===== src/verilog/systolic_dot_pkg.sv =====
`default_nettype none

package systolic_dot_pkg;

  // Operand and accumulator widths
  localparam int DATA_WIDTH = 16;
  localparam int ACC_WIDTH = 40;

  // Down stream carries either a zero-extended operand or a full result
  localparam int STREAM_WIDTH = ACC_WIDTH;

  // Column size
  localparam int PE_NUMBER = 4;
  localparam int PE_INDEX_WIDTH = 2;

  // Flag word on the up stream
  localparam int USER_WIDTH = 2;
  localparam int USER_OP_BIT = 0;
  localparam int USER_RSLT_BIT = 1;

  // Control unit state encoding
  localparam int ST_WIDTH = 3;
  localparam logic [ST_WIDTH-1:0] ST_START = 3'd0;
  localparam logic [ST_WIDTH-1:0] ST_STRL = 3'd1;
  localparam logic [ST_WIDTH-1:0] ST_STRU = 3'd2;
  localparam logic [ST_WIDTH-1:0] ST_MAC = 3'd3;
  localparam logic [ST_WIDTH-1:0] ST_END = 3'd4;
  localparam logic [ST_WIDTH-1:0] ST_ERR = 3'd5;

endpackage

`default_nettype wire


===== src/verilog/linear_processing_element.sv =====
`default_nettype none

module linear_processing_element #(
  parameter int position = 0
) (
  input  wire                                      clk,
  input  wire                                      rst,
  input  wire                                      up_valid,
  input  wire [systolic_dot_pkg::STREAM_WIDTH-1:0] up_data,
  input  wire                                      up_last,
  input  wire [systolic_dot_pkg::USER_WIDTH-1:0]   up_user,
  output wire                                      up_ready,
  input  wire                                      left_valid,
  input  wire [systolic_dot_pkg::DATA_WIDTH-1:0]   left_data,
  input  wire                                      left_last,
  output wire                                      left_ready,
  output wire                                      down_valid,
  output wire [systolic_dot_pkg::STREAM_WIDTH-1:0] down_data,
  output wire                                      down_last,
  output wire [systolic_dot_pkg::USER_WIDTH-1:0]   down_user,
  input  wire                                      down_ready,
  output wire                                      err_unaligned,
  output wire                                      err_user_flag
);

  // Buffer heads
  wire l_valid;
  wire l_last;
  wire [systolic_dot_pkg::DATA_WIDTH-1:0] l_data;
  wire u_valid;
  wire u_last;
  wire [systolic_dot_pkg::STREAM_WIDTH-1:0] u_data;
  wire [systolic_dot_pkg::USER_WIDTH-1:0] u_user;

  wire store_l;
  wire store_u;
  wire forward_u;
  wire drop_l;
  wire drop_u;
  wire export_rslt;
  wire op_start;
  wire bypass_adder;

  // Both heads advance together on a consumed pair
  wire pair_take = !bypass_adder;
  wire up_fwd = forward_u && down_ready;

  assign down_valid = forward_u || export_rslt;

  operand_buffer #(.width(systolic_dot_pkg::DATA_WIDTH)) u_left_buf (
    .clk(clk), .rst(rst),
    .in_valid(left_valid), .in_data(left_data), .in_last(left_last), .in_user('0),
    .store(store_l), .forward(1'b0), .drop(drop_l), .out_ready(pair_take),
    .in_ready(left_ready), .out_valid(l_valid), .out_data(l_data), .out_last(l_last),
    .out_user()
  );

  operand_buffer #(.width(systolic_dot_pkg::STREAM_WIDTH)) u_up_buf (
    .clk(clk), .rst(rst),
    .in_valid(up_valid), .in_data(up_data), .in_last(up_last), .in_user(up_user),
    .store(store_u), .forward(up_fwd), .drop(drop_u), .out_ready(pair_take),
    .in_ready(up_ready), .out_valid(u_valid), .out_data(u_data), .out_last(u_last),
    .out_user(u_user)
  );

  lpe_control_unit #(.position(position)) u_ctrl (
    .clk(clk), .rst(rst),
    .up_valid(u_valid), .up_ready(pair_take || up_fwd), .up_last(u_last), .up_user(u_user),
    .left_valid(l_valid), .left_ready(pair_take), .left_last(l_last),
    .down_valid(down_valid), .down_ready(down_ready),
    .store_l(store_l), .store_u(store_u), .forward_u(forward_u),
    .drop_l(drop_l), .drop_u(drop_u), .export_rslt(export_rslt),
    .op_start(op_start), .bypass_adder(bypass_adder),
    .err_unaligned(err_unaligned), .err_user_flag(err_user_flag)
  );

  lpe_mac_datapath u_mac (
    .clk(clk), .rst(rst),
    .left_data(l_data), .up_data(u_data), .up_last(u_last), .up_user(u_user),
    .op_start(op_start), .bypass_adder(bypass_adder),
    .export_rslt(export_rslt), .forward_u(forward_u),
    .down_data(down_data), .down_last(down_last), .down_user(down_user)
  );

endmodule

`default_nettype wire


===== src/verilog/lpe_control_unit.sv =====
`default_nettype none

module lpe_control_unit #(
  parameter int position = 0
) (
  input  wire                                    clk,
  input  wire                                    rst,
  input  wire                                    up_valid,
  input  wire                                    up_ready,
  input  wire                                    up_last,
  input  wire [systolic_dot_pkg::USER_WIDTH-1:0] up_user,
  input  wire                                    left_valid,
  input  wire                                    left_ready,
  input  wire                                    left_last,
  input  wire                                    down_valid,
  input  wire                                    down_ready,
  output logic                                   store_l,
  output logic                                   store_u,
  output logic                                   forward_u,
  output logic                                   drop_l,
  output logic                                   drop_u,
  output logic                                   export_rslt,
  output logic                                   op_start,
  output logic                                   bypass_adder,
  output logic                                   err_unaligned,
  output logic                                   err_user_flag
);

  logic [systolic_dot_pkg::ST_WIDTH-1:0] state;
  logic [systolic_dot_pkg::ST_WIDTH-1:0] state_next;
  // Results from above still to pass before our own
  logic [systolic_dot_pkg::PE_INDEX_WIDTH-1:0] timer;
  logic pair_en;
  logic drop_u_reg;

  wire up_op = up_user[systolic_dot_pkg::USER_OP_BIT];
  wire up_rslt = up_user[systolic_dot_pkg::USER_RSLT_BIT];
  wire op_head = up_valid && up_op && !up_rslt;
  wire rslt_head = up_valid && up_rslt && !up_op;
  wire pair = left_valid && op_head;

  // Error sources, only looked at while pairing operands
  wire user_bad = pair_en && up_valid && up_op && up_rslt;
  wire last_bad = pair_en && pair && (left_last != up_last);
  wire pair_ok = pair_en && pair && !last_bad;

  // Bottom PE keeps its B operands, nothing below needs them
  wire fwd_ops = (position != systolic_dot_pkg::PE_NUMBER - 1);

  wire in_end = (state == systolic_dot_pkg::ST_END);
  wire pair_taken = left_valid && left_ready && up_valid && up_ready;
  wire down_taken = down_valid && down_ready;

  assign export_rslt = in_end && (timer == '0);
  assign forward_u = !export_rslt && ((pair_ok && fwd_ops) ||
                     (rslt_head && state != systolic_dot_pkg::ST_ERR));
  // Pair fires only if the forwarded B beat can leave in the same cycle
  assign bypass_adder = !(pair_ok && (down_ready || !fwd_ops));
  // Stale operands from above are discarded while waiting to export
  assign drop_u = drop_u_reg || (in_end && up_valid && up_op);

  always_comb begin
    state_next = state;
    case (state)
      systolic_dot_pkg::ST_START, systolic_dot_pkg::ST_STRL,
      systolic_dot_pkg::ST_STRU, systolic_dot_pkg::ST_MAC: begin
        if (user_bad || last_bad) begin
          state_next = systolic_dot_pkg::ST_ERR;
        end else if (pair_taken) begin
          state_next = (left_last && up_last) ? systolic_dot_pkg::ST_END
                                              : systolic_dot_pkg::ST_MAC;
        end else if (pair) begin
          // Stalled below, hold
          state_next = state;
        end else if (left_valid) begin
          state_next = systolic_dot_pkg::ST_STRL;
        end else if (op_head) begin
          state_next = systolic_dot_pkg::ST_STRU;
        end
      end
      systolic_dot_pkg::ST_END: begin
        if (export_rslt && down_taken) begin
          state_next = systolic_dot_pkg::ST_START;
        end
      end
      systolic_dot_pkg::ST_ERR: begin
        state_next = systolic_dot_pkg::ST_START;
      end
      default: begin
        state_next = systolic_dot_pkg::ST_START;
      end
    endcase
  end

  // Control outputs follow the decided state one cycle later
  always_ff @(posedge clk) begin
    if (rst) begin
      state <= systolic_dot_pkg::ST_START;
      store_l <= 1'b0;
      store_u <= 1'b0;
      drop_l <= 1'b1;
      drop_u_reg <= 1'b1;
      pair_en <= 1'b0;
      op_start <= 1'b1;
      err_unaligned <= 1'b0;
      err_user_flag <= 1'b0;
    end else begin
      state <= state_next;
      store_l <= 1'b1;
      store_u <= 1'b1;
      drop_l <= 1'b0;
      drop_u_reg <= 1'b0;
      pair_en <= 1'b1;
      err_unaligned <= 1'b0;
      err_user_flag <= 1'b0;
      case (state_next)
        // One operand waiting, hold that side
        systolic_dot_pkg::ST_STRL: store_l <= 1'b0;
        systolic_dot_pkg::ST_STRU: store_u <= 1'b0;
        systolic_dot_pkg::ST_END: begin
          store_l <= 1'b0;
          pair_en <= 1'b0;
        end
        systolic_dot_pkg::ST_ERR: begin
          drop_l <= 1'b1;
          drop_u_reg <= 1'b1;
          pair_en <= 1'b0;
          err_unaligned <= last_bad;
          err_user_flag <= user_bad;
        end
        default: begin
        end
      endcase
      // First pair of a vector loads rather than adds
      if (state_next == systolic_dot_pkg::ST_START) begin
        op_start <= 1'b1;
      end else if (pair_taken) begin
        op_start <= 1'b0;
      end
    end
  end

  // Count down results from the PEs above, reload after our own export
  always_ff @(posedge clk) begin
    if (rst || (export_rslt && down_taken)) begin
      timer <= systolic_dot_pkg::PE_INDEX_WIDTH'(position);
    end else if (rslt_head && down_taken && timer != '0) begin
      timer <= timer - 1'b1;
    end
  end

endmodule

`default_nettype wire


===== src/verilog/lpe_mac_datapath.sv =====
`default_nettype none

module lpe_mac_datapath (
  input  wire                                      clk,
  input  wire                                      rst,
  input  wire [systolic_dot_pkg::DATA_WIDTH-1:0]   left_data,
  input  wire [systolic_dot_pkg::STREAM_WIDTH-1:0] up_data,
  input  wire                                      up_last,
  input  wire [systolic_dot_pkg::USER_WIDTH-1:0]   up_user,
  input  wire                                      op_start,
  input  wire                                      bypass_adder,
  input  wire                                      export_rslt,
  input  wire                                      forward_u,
  output logic [systolic_dot_pkg::STREAM_WIDTH-1:0] down_data,
  output logic                                     down_last,
  output logic [systolic_dot_pkg::USER_WIDTH-1:0]  down_user
);

  logic [2*systolic_dot_pkg::DATA_WIDTH-1:0] product;
  logic [systolic_dot_pkg::ACC_WIDTH-1:0] acc;

  // B operand sits in the low bits of the up word
  assign product = left_data * up_data[systolic_dot_pkg::DATA_WIDTH-1:0];

  always_ff @(posedge clk) begin
    if (rst) begin
      acc <= '0;
    end else if (!bypass_adder) begin
      if (op_start) begin
        acc <= systolic_dot_pkg::ACC_WIDTH'(product);
      end else begin
        acc <= acc + systolic_dot_pkg::ACC_WIDTH'(product);
      end
    end
  end

  // Down word: own result or the beat passed from above
  always_comb begin
    down_data = '0;
    down_last = 1'b0;
    down_user = '0;
    if (export_rslt) begin
      down_data = acc;
      down_last = 1'b1;
      down_user[systolic_dot_pkg::USER_RSLT_BIT] = 1'b1;
    end else if (forward_u) begin
      down_data = up_data;
      down_last = up_last;
      down_user = up_user;
    end
  end

endmodule

`default_nettype wire


===== src/verilog/operand_buffer.sv =====
`default_nettype none

module operand_buffer #(
  parameter int width = 16
) (
  input  wire                                    clk,
  input  wire                                    rst,
  input  wire                                    in_valid,
  input  wire [width-1:0]                        in_data,
  input  wire                                    in_last,
  input  wire [systolic_dot_pkg::USER_WIDTH-1:0] in_user,
  input  wire                                    store,
  input  wire                                    forward,
  input  wire                                    drop,
  input  wire                                    out_ready,
  output wire                                    in_ready,
  output wire                                    out_valid,
  output wire [width-1:0]                        out_data,
  output wire                                    out_last,
  output wire [systolic_dot_pkg::USER_WIDTH-1:0] out_user
);

  // Entry layout is {last, user, data}
  logic [width+systolic_dot_pkg::USER_WIDTH:0] mem [2];
  logic [1:0] count;
  logic rd_ptr;
  logic wr_ptr;

  wire push = in_valid && in_ready;
  // Head leaves when paired by the datapath or sent down
  wire pop = out_valid && (out_ready || forward);

  assign in_ready = store && (count != 2'd2);
  assign out_valid = (count != 2'd0);
  assign {out_last, out_user, out_data} = mem[rd_ptr];

  always_ff @(posedge clk) begin
    if (rst || drop) begin
      count <= 2'd0;
      rd_ptr <= 1'b0;
      wr_ptr <= 1'b0;
    end else begin
      if (push) begin
        wr_ptr <= !wr_ptr;
      end
      if (pop) begin
        rd_ptr <= !rd_ptr;
      end
      count <= count + {1'b0, push} - {1'b0, pop};
    end
  end

  always_ff @(posedge clk) begin
    if (push) begin
      mem[wr_ptr] <= {in_last, in_user, in_data};
    end
  end

endmodule

`default_nettype wire


===== src/verilog/systolic_dot_top.sv =====
`default_nettype none

module systolic_dot_top (
  input  wire                                                             clk,
  input  wire                                                             rst,
  input  wire [systolic_dot_pkg::PE_NUMBER-1:0]                           a_valid,
  input  wire [systolic_dot_pkg::PE_NUMBER-1:0][systolic_dot_pkg::DATA_WIDTH-1:0] a_data,
  input  wire [systolic_dot_pkg::PE_NUMBER-1:0]                           a_last,
  output wire [systolic_dot_pkg::PE_NUMBER-1:0]                           a_ready,
  input  wire                                                             b_valid,
  input  wire [systolic_dot_pkg::DATA_WIDTH-1:0]                          b_data,
  input  wire                                                             b_last,
  input  wire [systolic_dot_pkg::USER_WIDTH-1:0]                          b_user,
  output wire                                                             b_ready,
  output wire                                                             result_valid,
  output wire [systolic_dot_pkg::STREAM_WIDTH-1:0]                        result_data,
  output wire                                                             result_last,
  output wire [systolic_dot_pkg::USER_WIDTH-1:0]                          result_user,
  input  wire                                                             result_ready,
  output wire [systolic_dot_pkg::PE_NUMBER-1:0]                           err_unaligned,
  output wire [systolic_dot_pkg::PE_NUMBER-1:0]                           err_user_flag
);

  // Column links, index k is the up side of PE k
  wire [systolic_dot_pkg::PE_NUMBER:0] col_valid;
  wire [systolic_dot_pkg::PE_NUMBER:0] col_ready;
  wire [systolic_dot_pkg::PE_NUMBER:0] col_last;
  wire [systolic_dot_pkg::PE_NUMBER:0][systolic_dot_pkg::STREAM_WIDTH-1:0] col_data;
  wire [systolic_dot_pkg::PE_NUMBER:0][systolic_dot_pkg::USER_WIDTH-1:0] col_user;

  assign col_valid[0] = b_valid;
  assign col_data[0] = systolic_dot_pkg::STREAM_WIDTH'(b_data);
  assign col_last[0] = b_last;
  assign col_user[0] = b_user;
  assign b_ready = col_ready[0];

  assign result_valid = col_valid[systolic_dot_pkg::PE_NUMBER];
  assign result_data = col_data[systolic_dot_pkg::PE_NUMBER];
  assign result_last = col_last[systolic_dot_pkg::PE_NUMBER];
  assign result_user = col_user[systolic_dot_pkg::PE_NUMBER];
  assign col_ready[systolic_dot_pkg::PE_NUMBER] = result_ready;

  for (genvar k = 0; k < systolic_dot_pkg::PE_NUMBER; k++) begin : g_pe
    linear_processing_element #(.position(k)) u_pe (
      .clk(clk), .rst(rst),
      .up_valid(col_valid[k]), .up_data(col_data[k]), .up_last(col_last[k]),
      .up_user(col_user[k]), .up_ready(col_ready[k]),
      .left_valid(a_valid[k]), .left_data(a_data[k]), .left_last(a_last[k]),
      .left_ready(a_ready[k]),
      .down_valid(col_valid[k+1]), .down_data(col_data[k+1]), .down_last(col_last[k+1]),
      .down_user(col_user[k+1]), .down_ready(col_ready[k+1]),
      .err_unaligned(err_unaligned[k]), .err_user_flag(err_user_flag[k])
    );
  end

endmodule

`default_nettype wire

===== config.mk =====
export PLATFORM = sky130hd
export DESIGN_NAME = systolic_dot_top
export DESIGN_NICKNAME = d
export VERILOG_FILES = /design/src/verilog/systolic_dot_pkg.sv /design/src/verilog/linear_processing_element.sv /design/src/verilog/lpe_control_unit.sv /design/src/verilog/lpe_mac_datapath.sv /design/src/verilog/operand_buffer.sv /design/src/verilog/systolic_dot_top.sv
export SDC_FILE = /design/constraint.sdc
export NUM_CORES = 2
export LEC_CHECK = 0
export ABC_AREA = 1
export BUFFER_PORTS_ARGS = -buffer_cell sky130_fd_sc_hd__buf_4
export CORE_MARGIN = 1
export CORE_UTILIZATION = 50
export CTS_CLUSTER_DIAMETER = 40
export DETAILED_ROUTE_END_ITERATION = 10
export PLACE_DENSITY_LB_ADDON = 0.08
export SLEW_MARGIN = 20
export SYNTH_ARGS = -nofsm -noshare
export SYNTH_HDL_FRONTEND = slang
export SYNTH_HIERARCHICAL = 1
export SYNTH_SLANG_ARGS = --single-unit

===== constraint.sdc =====
create_clock -name clk -period 8.5 [get_ports clk]
set_input_delay 0.425 -clock clk [delete_from_list [all_inputs] [get_ports clk]]
set_output_delay 0.425 -clock clk [all_outputs]
set_load 0.01 [all_outputs]

==> flow_summary_export.csv <==
group,metric,value,unit
run_status,outcome,"completed",
layout,final_layout_size_suffix_gt1_frac,0.0808,
clocking,clockRootBuffer,"clkbuf_16",
synth,synthCells,10700,
clocking,cts_max_path_buffers,3,
drt,detailedRoute.firstPassIterationCount,6,
drt,finalWirelength,232,mm
layout,final_cell_count_no_fill,13100,
placement,finalWeightedCongestion,0.974,
synth,synth-warning-count,6,
global_routing,antenna_found_initial,0,
critical_path,critical_path.max_stage_delay,0.55,ns
placement,dp_hpwl,182,mm
placement,place.detailed.instances,12700,
clocking,cts_htree_levels,4,
critical_path,critPathMostFrequentCell,"nand2_1",
critical_path,reg2reg_slack,0.47,ns
drt,antenna_left,0,
clocking,insertion_delay_of_the_later_clocked_pin_in_the_worst_skew_pair,0.77,ns
critical_path,worstPathArrival,8.67,ns
drt,avgViaCountPerCell,5.07,
clocking,cts_buffers,133,
layout,mostFrequentLayoutCell,"nand2_1",
timing,report.final.setup_viol,0,
clocking,clock_slew_at_reported_path_ffs,0.06,ns
floorplan,placementRows,147,
floorplan,chipHeight,404,um
timing,clock-skew-final,0.0317,ns
timing,slew_margin_rel,0.321,
timing,maxClockFrequency,0.125,GHz
layout,antenna_cells_inserted,0,
clocking,numClockSinks,728,
floorplan,die-area,0.163,mm^2
critical_path,end_kind,"flip-flop",
drt,vias,66300,
drt,route.detailed.drc,0,
global_routing,gr-usage-all-layers,0.286,
critical_path,crit_path_start_kind,"flip-flop",
timing,finalWorstPathRequiredPeriod,8.03,ns
critical_path,critPathSlowestCell,"fa_1",
synth,synth.cell_area,0.0808,mm^2
clocking,cts_tree,"built",
timing,rsz_0062_raised_after_global_routing,"no",
timing,layout_setup_ws,0.472,ns
critical_path,timing.setup.critical_path_class,"flip-flop to flip-flop",
timing,timing_hold_violations_final,0,
layout,largest_reg_flops,344,
layout,finalCoreUtilization,0.555,
layout,mostFrequentLayoutCells,"3,311 x nand2_1, 2,458 x inv_1, 780 x fa_1",
critical_path,worst-r2r-cell-count,33,
timing,worst_slew_pin_slew,1.02,ns
floorplan,design.core.area,0.161,mm^2
floorplan,die_w,404,um
layout,largest_registers,"g_pe.u_pe/u_up_buf/mem: 344 flops, g_pe.u_pe/u_mac/acc: 160 flops, g_pe.u_pe/u_left_buf/mem: 136 flops",
global_routing,first_global_vias,66900,
drt,detail_route.wl_per_cell,17.8,um
min_path,whs_path_depth,4,
timing,fin_tns_setup,0,ns
global_routing,globalRoute.totalOverflow,0,
floorplan,initial_utilization,0.504,
timing,slew_violations,0,
flow_run,cap_viol_max_count,0,
min_path,min-delay-path-class,"input port to flip-flop",
layout,top_register,"g_pe.u_pe/u_up_buf/mem",
synth,synthesis.area_per_instance,7.55,um^2
critical_path,crit-reg2reg-capture,"g_pe[0].u_pe/u_mac/acc[38]",
critical_path,crit_fanout,16,
layout,areaGrowthSynthToFinish,10.2,%
global_routing,grt_start_max_net_pins,56,
placement,post-place-ws,0.230,ns
drt,initialDrtViolationCount,4756,
timing,min_period_over_period,0.944,
critical_path,required,9.14,ns
global_routing,grt_first_pass_wirelength,366,mm
layout,nNetsFinal,12300,
placement,numPortBuffers,151,
floorplan,io_pins,152,
critical_path,critPathCapture,"g_pe[0].u_pe/u_mac/acc[38]",
## layout make-up
type                       count  area (um^2)
fill                       15300        71500
tap                         2160         2700
sequential                   728        19400
inverter                    2478         9300
clock inverter                87         1150
multi-input combinational   7157        50600
clock buffer                 158         3500
timing repair buffer         300         2480
## worst max-delay path: cells and delay by family, from the launching register on
kind	cells	cell delay (ns)
buffers and inverters	7	0.54
and+or+nand+nor	17	2.57
DFF	1	0.45
adders and majority gates	8	3.87
muxes	1	0.42
## what timing repair did
item / in CTS / in global routing
endpoints found under the hold margin: 178 / 0
buffers inserted: 0 / 1
hold buffers: 91 / 0
resized for setup: 0 / 4
endpoints found under the setup margin: 0 / 17
## routing by layer
layer | up-vias | track usage | part of all wire
li1 | 32400 | - | -
met1 | 31700 | 0.375 | 0.44
met2 | 1855 | 0.489 | 0.48
met3 | 362 | 0.0333 | 0.052
met4 | 0 | 0.0972 | 0.033
met5 | - | 0 | 0
## worst min-delay path by stage
stage	slack, ns	from	endpoint
after global placement	0.45	g_pe[2].u_pe/u_ctrl/timer[1]	g_pe[2].u_pe/u_ctrl/timer[1]
after CTS	0.01	a_valid[0]	g_pe[0].u_pe/u_left_buf/wr_ptr
after global routing	0.08	a_valid[0]	g_pe[0].u_pe/u_left_buf/wr_ptr
after floorplan	0.41	g_pe[0].u_pe/u_ctrl/drop_u_reg	g_pe[0].u_pe/u_left_buf/count[0]
final	0.08	a_valid[0]	g_pe[0].u_pe/u_left_buf/wr_ptr
after detailed placement	0.47	g_pe[1].u_pe/u_ctrl/drop_u_reg	g_pe[1].u_pe/u_left_buf/count[0]
## through the flow
stage          instance area [um^2]  hold WS (ns)
2_1_floorplan                 81000         0.412
3_3_place_gp                  83500         0.450
3_5_place_dp                  83500         0.468
4_1_cts                       89100        0.0135
5_1_grt                       89100        0.0759
6_report                      89100        0.0766
Power is not shown: default switching activity piles up to over one toggle a cycle in this logic, so the estimate is an artifact.
